## config.mk

```make
export PLATFORM = sky130hd
export DESIGN_NAME = dcache_top
export DESIGN_NICKNAME = d
export VERILOG_FILES = /design/src/logic/dcache_pkg.sv /design/src/logic/cache_sram.sv /design/src/logic/wb_mem_master.sv /design/src/logic/dcache_ctrl.sv /design/src/logic/dcache_top.sv
export SDC_FILE = /design/constraint.sdc
export NUM_CORES = 2
export LEC_CHECK = 0
export BUFFER_PORTS_ARGS = -buffer_cell sky130_fd_sc_hd__buf_2
export CORE_MARGIN = 3
export CORE_UTILIZATION = 55
export DETAILED_ROUTE_END_ITERATION = 8
export GPL_TIMING_DRIVEN = 1
export PLACE_DENSITY = 0.68
export SYNTH_ARGS = -nofsm -noshare
export SYNTH_HDL_FRONTEND = slang
export SYNTH_HIERARCHICAL = 1
export SYNTH_SLANG_ARGS = --single-unit
```

## constraint.sdc

```tcl
create_clock -name clk_i -period 7.34 [get_ports clk_i]
set_input_delay 0.367 -clock clk_i [delete_from_list [all_inputs] [get_ports clk_i]]
set_output_delay 0.367 -clock clk_i [all_outputs]
set_load 0.005 [all_outputs]
```

## src/logic/dcache_pkg.sv

```systemverilog
package dcache_pkg;

  // Core and bus widths
  localparam int ADDR_W = 32;
  localparam int DATA_W = 32;
  localparam int BE_W   = DATA_W / 8;

  // Byte offset bits below the word address
  localparam int WORD_OFF_W = $clog2(BE_W);

  // Controller states
  typedef enum logic [2:0] {
    ST_IDLE       = 3'd0,
    // Tag compare on the SRAM output
    ST_LOOKUP     = 3'd1,
    ST_FILL_WRITE = 3'd2,
    ST_MEM_READ   = 3'd3,
    // Eviction of a dirty line
    ST_MEM_WRITE  = 3'd4,
    ST_DONE       = 3'd5
  } cache_state_t;

endpackage

```

## src/logic/cache_sram.sv

```systemverilog
`timescale 1ns/1ps

module cache_sram
  import dcache_pkg::*;
#(
  parameter int INDEX_W = 6,
  parameter int TAG_W   = 4
) (
  input  logic               clk_i,
  input  logic               wr_en_i,
  input  logic [INDEX_W-1:0] wr_idx_i,
  input  logic [TAG_W-1:0]   wr_tag_i,
  input  logic [DATA_W-1:0]  wr_data_i,
  input  logic [BE_W-1:0]    wr_mask_i,
  input  logic               rd_en_i,
  input  logic [INDEX_W-1:0] rd_idx_i,
  output logic [TAG_W-1:0]   rd_tag_o,
  output logic [DATA_W-1:0]  rd_data_o
);

  localparam int LINES = 1 << INDEX_W;

  logic [TAG_W-1:0]  tag_mem  [LINES];
  logic [DATA_W-1:0] data_mem [LINES];

  // Write port, tag always written
  always_ff @(posedge clk_i) begin
    if (wr_en_i) begin
      tag_mem[wr_idx_i] <= wr_tag_i;
      for (int b = 0; b < BE_W; b++) begin
        if (wr_mask_i[b]) begin
          data_mem[wr_idx_i][8*b +: 8] <= wr_data_i[8*b +: 8];
        end
      end
    end
  end

  // Read port, output holds between reads
  always_ff @(posedge clk_i) begin
    if (rd_en_i) begin
      rd_tag_o  <= tag_mem[rd_idx_i];
      rd_data_o <= data_mem[rd_idx_i];
    end
  end

endmodule

```

## src/logic/wb_mem_master.sv

```systemverilog
`timescale 1ns/1ps

module wb_mem_master
  import dcache_pkg::*;
(
  input  logic              clk_i,
  input  logic              rst_i,
  // Controller side
  input  logic              mem_req_i,
  input  logic              mem_we_i,
  input  logic [ADDR_W-1:0] mem_addr_i,
  input  logic [DATA_W-1:0] mem_wdata_i,
  output logic [DATA_W-1:0] mem_rdata_o,
  output logic              mem_done_o,
  // Wishbone classic
  output logic              wb_cyc_o,
  output logic              wb_stb_o,
  output logic              wb_we_o,
  output logic [ADDR_W-1:0] wb_adr_o,
  output logic [DATA_W-1:0] wb_dat_o,
  output logic [BE_W-1:0]   wb_sel_o,
  input  logic [DATA_W-1:0] wb_dat_i,
  input  logic              wb_ack_i
);

  logic start;
  logic finish;

  // No new cycle while the done pulse is out, request is still held then
  assign start  = !wb_cyc_o && mem_req_i && !mem_done_o;
  assign finish = wb_cyc_o && wb_ack_i;

  always_ff @(posedge clk_i) begin
    if (rst_i) begin
      wb_cyc_o   <= 1'b0;
      wb_stb_o   <= 1'b0;
      wb_we_o    <= 1'b0;
      mem_done_o <= 1'b0;
    end else begin
      mem_done_o <= finish;
      if (start) begin
        wb_cyc_o <= 1'b1;
        wb_stb_o <= 1'b1;
        wb_we_o  <= mem_we_i;
      end else if (finish) begin
        wb_cyc_o <= 1'b0;
        wb_stb_o <= 1'b0;
        wb_we_o  <= 1'b0;
      end
    end
  end

  always_ff @(posedge clk_i) begin
    if (start) begin
      wb_adr_o <= mem_addr_i;
      wb_dat_o <= mem_wdata_i;
    end
    if (finish) begin
      mem_rdata_o <= wb_dat_i;
    end
  end

  // Whole words only
  assign wb_sel_o = {BE_W{1'b1}};

endmodule

```

## src/logic/dcache_ctrl.sv

```systemverilog
`timescale 1ns/1ps

module dcache_ctrl
  import dcache_pkg::*;
#(
  parameter int INDEX_W = 6,
  parameter int TAG_W   = 4
) (
  input  logic               clk_i,
  input  logic               rst_i,
  // Core side
  input  logic               req_i,
  input  logic               we_i,
  input  logic [ADDR_W-1:0]  addr_i,
  input  logic [DATA_W-1:0]  wdata_i,
  input  logic [BE_W-1:0]    be_i,
  output logic [DATA_W-1:0]  rdata_o,
  output logic               ack_o,
  output logic               stall_o,
  // SRAM side
  output logic               sram_wr_en_o,
  output logic [INDEX_W-1:0] sram_wr_idx_o,
  output logic [TAG_W-1:0]   sram_wr_tag_o,
  output logic [DATA_W-1:0]  sram_wr_data_o,
  output logic [BE_W-1:0]    sram_wr_mask_o,
  output logic               sram_rd_en_o,
  output logic [INDEX_W-1:0] sram_rd_idx_o,
  input  logic [TAG_W-1:0]   sram_rd_tag_i,
  input  logic [DATA_W-1:0]  sram_rd_data_i,
  // Bus master side
  output logic               mem_req_o,
  output logic               mem_we_o,
  output logic [ADDR_W-1:0]  mem_addr_o,
  output logic [DATA_W-1:0]  mem_wdata_o,
  input  logic [DATA_W-1:0]  mem_rdata_i,
  input  logic               mem_done_i
);

  localparam int LINES = 1 << INDEX_W;
  localparam int PAD_W = ADDR_W - TAG_W - INDEX_W - WORD_OFF_W;

  cache_state_t state_q;
  cache_state_t state_d;

  logic [LINES-1:0]   valid_q;
  logic [LINES-1:0]   dirty_q;
  logic               fill_from_mem_q;
  logic [DATA_W-1:0]  fill_data_q;
  logic [DATA_W-1:0]  rdata_q;

  logic [INDEX_W-1:0] idx;
  logic [TAG_W-1:0]   tag;
  logic               hit;
  logic               victim_dirty;
  logic               full_word;
  logic [ADDR_W-1:0]  fetch_addr;
  logic [ADDR_W-1:0]  evict_addr;

  // Core enabled bytes over a fetched word
  function automatic logic [DATA_W-1:0] merge_bytes(
    input logic [DATA_W-1:0] mem_word,
    input logic [DATA_W-1:0] core_word,
    input logic [BE_W-1:0]   be
  );
    logic [DATA_W-1:0] res;
    res = mem_word;
    for (int b = 0; b < BE_W; b++) begin
      if (be[b]) begin
        res[8*b +: 8] = core_word[8*b +: 8];
      end
    end
    return res;
  endfunction

  assign idx = addr_i[WORD_OFF_W +: INDEX_W];
  assign tag = addr_i[WORD_OFF_W + INDEX_W +: TAG_W];

  assign hit          = valid_q[idx] && (sram_rd_tag_i == tag);
  assign victim_dirty = valid_q[idx] && dirty_q[idx];
  assign full_word    = &be_i;

  // Bits above the tag are not part of the cached space
  assign fetch_addr = {{PAD_W{1'b0}}, tag, idx, {WORD_OFF_W{1'b0}}};
  assign evict_addr = {{PAD_W{1'b0}}, sram_rd_tag_i, idx, {WORD_OFF_W{1'b0}}};

  always_comb begin
    state_d = state_q;
    case (state_q)
      ST_IDLE: begin
        if (req_i) begin
          state_d = ST_LOOKUP;
        end
      end
      ST_LOOKUP: begin
        if (hit) begin
          state_d = we_i ? ST_FILL_WRITE : ST_DONE;
        end else if (victim_dirty) begin
          state_d = ST_MEM_WRITE;
        end else if (we_i && full_word) begin
          state_d = ST_FILL_WRITE;
        end else begin
          state_d = ST_MEM_READ;
        end
      end
      ST_MEM_WRITE: begin
        if (mem_done_i) begin
          state_d = (we_i && full_word) ? ST_FILL_WRITE : ST_MEM_READ;
        end
      end
      ST_MEM_READ: begin
        if (mem_done_i) begin
          state_d = ST_FILL_WRITE;
        end
      end
      ST_FILL_WRITE: state_d = ST_DONE;
      ST_DONE:       state_d = ST_IDLE;
      default:       state_d = ST_IDLE;
    endcase
  end

  always_ff @(posedge clk_i) begin
    if (rst_i) begin
      state_q         <= ST_IDLE;
      valid_q         <= '0;
      dirty_q         <= '0;
      fill_from_mem_q <= 1'b0;
    end else begin
      state_q <= state_d;
      if (state_q == ST_MEM_READ && mem_done_i) begin
        fill_from_mem_q <= 1'b1;
      end
      if (state_q == ST_FILL_WRITE) begin
        valid_q[idx]    <= 1'b1;
        // Read fills are clean, any core write dirties the line
        dirty_q[idx]    <= we_i;
        fill_from_mem_q <= 1'b0;
      end
    end
  end

  always_ff @(posedge clk_i) begin
    if (state_q == ST_LOOKUP && hit) begin
      rdata_q <= sram_rd_data_i;
    end
    if (state_q == ST_MEM_READ && mem_done_i) begin
      rdata_q     <= mem_rdata_i;
      fill_data_q <= we_i ? merge_bytes(mem_rdata_i, wdata_i, be_i) : mem_rdata_i;
    end
  end

  assign rdata_o = rdata_q;
  assign ack_o   = (state_q == ST_DONE);
  assign stall_o = (state_q != ST_IDLE) && (state_q != ST_DONE);

  // Read issued while idle so the compare follows directly
  assign sram_rd_en_o  = (state_q == ST_IDLE) && req_i;
  assign sram_rd_idx_o = idx;

  assign sram_wr_en_o   = (state_q == ST_FILL_WRITE);
  assign sram_wr_idx_o  = idx;
  assign sram_wr_tag_o  = tag;
  assign sram_wr_data_o = fill_from_mem_q ? fill_data_q : wdata_i;
  assign sram_wr_mask_o = fill_from_mem_q ? {BE_W{1'b1}} : be_i;

  // SRAM output still holds the victim during the eviction
  assign mem_req_o   = (state_q == ST_MEM_READ) || (state_q == ST_MEM_WRITE);
  assign mem_we_o    = (state_q == ST_MEM_WRITE);
  assign mem_addr_o  = (state_q == ST_MEM_WRITE) ? evict_addr : fetch_addr;
  assign mem_wdata_o = sram_rd_data_i;

endmodule

```

## src/logic/dcache_top.sv

```systemverilog
`timescale 1ns/1ps

module dcache_top
  import dcache_pkg::*;
#(
  parameter int INDEX_W = 6,
  parameter int TAG_W   = 4
) (
  input  logic              clk_i,
  input  logic              rst_i,
  // Core port
  input  logic              req_i,
  input  logic              we_i,
  input  logic [ADDR_W-1:0] addr_i,
  input  logic [DATA_W-1:0] wdata_i,
  input  logic [BE_W-1:0]   be_i,
  output logic [DATA_W-1:0] rdata_o,
  output logic              ack_o,
  output logic              stall_o,
  // Wishbone to main memory
  output logic              wb_cyc_o,
  output logic              wb_stb_o,
  output logic              wb_we_o,
  output logic [ADDR_W-1:0] wb_adr_o,
  output logic [DATA_W-1:0] wb_dat_o,
  output logic [BE_W-1:0]   wb_sel_o,
  input  logic [DATA_W-1:0] wb_dat_i,
  input  logic              wb_ack_i
);

  logic               sram_wr_en;
  logic [INDEX_W-1:0] sram_wr_idx;
  logic [TAG_W-1:0]   sram_wr_tag;
  logic [DATA_W-1:0]  sram_wr_data;
  logic [BE_W-1:0]    sram_wr_mask;
  logic               sram_rd_en;
  logic [INDEX_W-1:0] sram_rd_idx;
  logic [TAG_W-1:0]   sram_rd_tag;
  logic [DATA_W-1:0]  sram_rd_data;

  logic               mem_req;
  logic               mem_we;
  logic [ADDR_W-1:0]  mem_addr;
  logic [DATA_W-1:0]  mem_wdata;
  logic [DATA_W-1:0]  mem_rdata;
  logic               mem_done;

  dcache_ctrl #(
    .INDEX_W (INDEX_W),
    .TAG_W   (TAG_W)
  ) dcache_ctrl_i (
    .clk_i          (clk_i),
    .rst_i          (rst_i),
    .req_i          (req_i),
    .we_i           (we_i),
    .addr_i         (addr_i),
    .wdata_i        (wdata_i),
    .be_i           (be_i),
    .rdata_o        (rdata_o),
    .ack_o          (ack_o),
    .stall_o        (stall_o),
    .sram_wr_en_o   (sram_wr_en),
    .sram_wr_idx_o  (sram_wr_idx),
    .sram_wr_tag_o  (sram_wr_tag),
    .sram_wr_data_o (sram_wr_data),
    .sram_wr_mask_o (sram_wr_mask),
    .sram_rd_en_o   (sram_rd_en),
    .sram_rd_idx_o  (sram_rd_idx),
    .sram_rd_tag_i  (sram_rd_tag),
    .sram_rd_data_i (sram_rd_data),
    .mem_req_o      (mem_req),
    .mem_we_o       (mem_we),
    .mem_addr_o     (mem_addr),
    .mem_wdata_o    (mem_wdata),
    .mem_rdata_i    (mem_rdata),
    .mem_done_i     (mem_done)
  );

  cache_sram #(
    .INDEX_W (INDEX_W),
    .TAG_W   (TAG_W)
  ) cache_sram_i (
    .clk_i     (clk_i),
    .wr_en_i   (sram_wr_en),
    .wr_idx_i  (sram_wr_idx),
    .wr_tag_i  (sram_wr_tag),
    .wr_data_i (sram_wr_data),
    .wr_mask_i (sram_wr_mask),
    .rd_en_i   (sram_rd_en),
    .rd_idx_i  (sram_rd_idx),
    .rd_tag_o  (sram_rd_tag),
    .rd_data_o (sram_rd_data)
  );

  wb_mem_master wb_mem_master_i (
    .clk_i       (clk_i),
    .rst_i       (rst_i),
    .mem_req_i   (mem_req),
    .mem_we_i    (mem_we),
    .mem_addr_i  (mem_addr),
    .mem_wdata_i (mem_wdata),
    .mem_rdata_o (mem_rdata),
    .mem_done_o  (mem_done),
    .wb_cyc_o    (wb_cyc_o),
    .wb_stb_o    (wb_stb_o),
    .wb_we_o     (wb_we_o),
    .wb_adr_o    (wb_adr_o),
    .wb_dat_o    (wb_dat_o),
    .wb_sel_o    (wb_sel_o),
    .wb_dat_i    (wb_dat_i),
    .wb_ack_i    (wb_ack_i)
  );

endmodule

```

==> results_dict.tcl <==
set metrics [dict create \
    io_buffer_count 183 \
    max_slew_margin_pct 6.787 \
    dp_hpwl_um 166500 \
    crit_path_cell_trace "dlygate4sd3_1, buf_8, buf_4, and3b_1, o2bb2ai_1, a221oi_1, o32ai_1, nor4_2, o21ai_0, a31oi_1, dlygate4sd3_1" \
    clkSlewWorstSetupHoldPaths_ns 0.06 \
    status "complete, no violations" \
    min_path_type "input pin to flip-flop" \
    crit_fanout 60 \
    clock-sinks 2635 \
    critPathMostFrequentCell "dlygate4sd3_1" \
    grt_max_degree 105 \
    critPathSlowestCell "buf_4" \
    layout-drive-gt1-share_pct 23.90 \
    fin_crit_ns 4.223 \
    cp_num_buf_inv 4 \
    clockBufferDepth 4 \
    endpoint_kind "flip-flop" \
    timing.fmax_mhz 236.8 \
    multi_input_area_um2 23230 \
    powerDensity_nw_per_um2 270.3 \
    yosys_warnings 6 \
    fin_tns_setup_ns 0 \
    ys_seq_elements 2635 \
    grt_first_pass_wirelength_um 384600 \
    routed_wl_um 271500 \
    rsz0062_at_grt "no" \
    fin_worst_skew_ns 0.04205 \
    hold_ws_ns 0.07619 \
    cts_resized 0 \
    drtPass1Iterations 8 \
    dpl.cell_count 7724 \
    first_iter_violations 7179 \
    final_hold_viol_count 0 \
    initial_core_util_pct 55.46 \
    design.die.area_um2 192600 \
    synth_edf_count 2500 \
    setup_viol 0 \
    cts_root_buf "clkbuf_16" \
    final_cells 8268 \
    die_h_um 438.9 \
    drt-wirelength-per-cell_um 32.84 \
    area_growth_pct 11.87 \
    final_nets 5701 \
    path_delay_family "buffers and inverters" \
    final_cell_mix "edfxtp_1 (2500), mux4_2 (560), clkbuf_16 (287)" \
    core-area_um2 185800 \
    async_flop_share_pct 0 \
    worstSkewPairLatency_ns 0.92 \
    final_util_pct 62.04 \
    regArea_um2 77780 \
    synth_flop_cell "edfxtp_1" \
    critPathLaunchType "input pin" \
    syn_inst 5289 \
    cts_tree "built" \
    die_x_um 438.9 \
    p_total_mw 31.17 \
    synth-seq-area-share_pct 75.46 \
    cts.htree.levels 5 \
    fillCellCount 12770 \
    cts_buffers 279 \
    drv_cap 0 \
    gp_congestion 0.9011 \
    detail-route-antenna-nets 0 \
    vias 53310 \
    p_leak_nw 37.12 \
    synth.avg_cell_area_um2 19.49 \
    cp.required_ns 8.17 \
    crit_type "input pin to flip-flop" \
    critical_path_arrival_ns 5.05 \
    grt_usage_pct 28.23 \
    ys_types 65 \
    grt_pass1_vias 52530 \
    layout.cells.most_common "edfxtp_1" \
    pin_count 210 \
    max_stage_delay_ns 0.82 \
    vdd_ir_drop_max_uv 239.5 \
    period_share_pct 57.53 \
    grt_antenna_before_repair 26 \
    gr-total-overflow 0 \
    r2r_slack_ns 3.69 \
    finalMaxSlewViolations 0 \
    drc_errors 0 \
    avgViaCountPerCell 6.448 \
    synth_area_um2 103100 \
    rows 158 \
    worstMarginPinSlew_ns 1.393 \
]
synthesized netlist by cell type, drive strengths merged (5+ instances only):
library cell  count  share of area (%)
edfxtp         2500                 73
mux2             93                1.0
a221oi           22               0.19
clkbuf          157               0.58
and2            264                1.6
nor2            215               0.78
o21ai            33               0.16
or3               5              0.030
nor3             20               0.11
a2bb2oi          11              0.093
o22ai           165                1.0
a22o             11              0.093
nand3            64               0.31
o22a             15               0.13
or2               8              0.049
dfxtp           135                2.6
nand2           284                1.0
buf             250                1.6
mux4            560                 12
nor2b            16              0.097
mux2i           170                1.7
a211oi           11              0.080
o2bb2ai          17               0.14
nor4             28               0.18
o221ai           19               0.17
a22oi             6              0.044
nand4             6              0.036
a21oi           143               0.69
nand2b           20               0.12
report_power, final:
| part | total, mW | internal, mW | leakage, nW | switching, mW |
|---|---|---|---|---|
| combinational | 1.51 | 0.520 | 9.53 | 0.993 |
| clock | 13.1 | 7.49 | 4.02 | 5.57 |
| sequential | 16.6 | 16.5 | 23.6 | 0.0708 |
cell type report:
type                            count  share of cell area [%]
Antenna cell                       18                 0.03907
Clock buffer                      342                   6.417
Multi-Input combinational cell   2266                   20.15
Sequential cell                  2635                   67.46
Clock inverter                    113                  0.6924
Tap cell                         2480                   2.691
Timing Repair Buffer              409                   2.537
Inverter                            5                 0.01628
per-layer routing:
layer  part of all wire, %  wire length, µm  GRT usage, %  vias to the layer above
met5                 0.021               58             0                        -
met3                    11            29410         7.078                      483
met4                   3.8            10400         10.16                        8
met1                    39           105200         40.13                    27910
met2                    47           126500         42.99                     3041
li1                      -                -             -                    21880
through the flow:
stage	instance area, µm²	setup slack (ns)
finish	115300	3.117
global route	115300	2.967
CTS	115300	3.192
detailed placement	106300	2.804
global placement	106300	2.846
floorplan	103200	2.481
logic make-up after synthesis:
family,after synthesis,share of synthesized area (%)
DFF,2635,75.46
buffers and inverters,412,2.175
xor gates and xnor gates,4,0.03399
muxes,823,14.90
AOI/OAI and AO/OA,473,2.983
and+or+nand+nor,940,4.436
other,2,0.007287
final timing paths:
path                                                endpoint  depth (start not counted)                  startpoint
worst max-delay path                dcache_ctrl_i/state_q[0]                         11                   addr_i[4]
worst min-delay path             wb_mem_master_i/wb_adr_o[6]                          2                   addr_i[6]
worst max register to register  cache_sram_i/data_mem[1][15]                          6    dcache_ctrl_i/state_q[1]
worst min register to register  wb_mem_master_i/wb_dat_o[20]                          0  cache_sram_i/rd_data_o[20]
flip-flops by register name, summed over array words and instances, names as in the netlist, 3 cells and up:
name                         cells
cache_sram_i/data_mem         2048
cache_sram_i/tag_mem           256
dcache_ctrl_i/dirty_q           64
dcache_ctrl_i/valid_q           64
cache_sram_i/rd_data_o          32
dcache_ctrl_i/fill_data_q       32
dcache_ctrl_i/rdata_o           32
wb_mem_master_i/mem_rdata_o     32
wb_mem_master_i/wb_adr_o        32
wb_mem_master_i/wb_dat_o        32
cache_sram_i/rd_tag_o            4
dcache_ctrl_i/state_q            3
repair_timing:
action | 4_1_cts | 5_1_grt
hold buffers | 71 | 0
hold endpoints to repair | 119 | 0
buffers inserted | 0 | 0
Power figures use the tool's default switching activity.
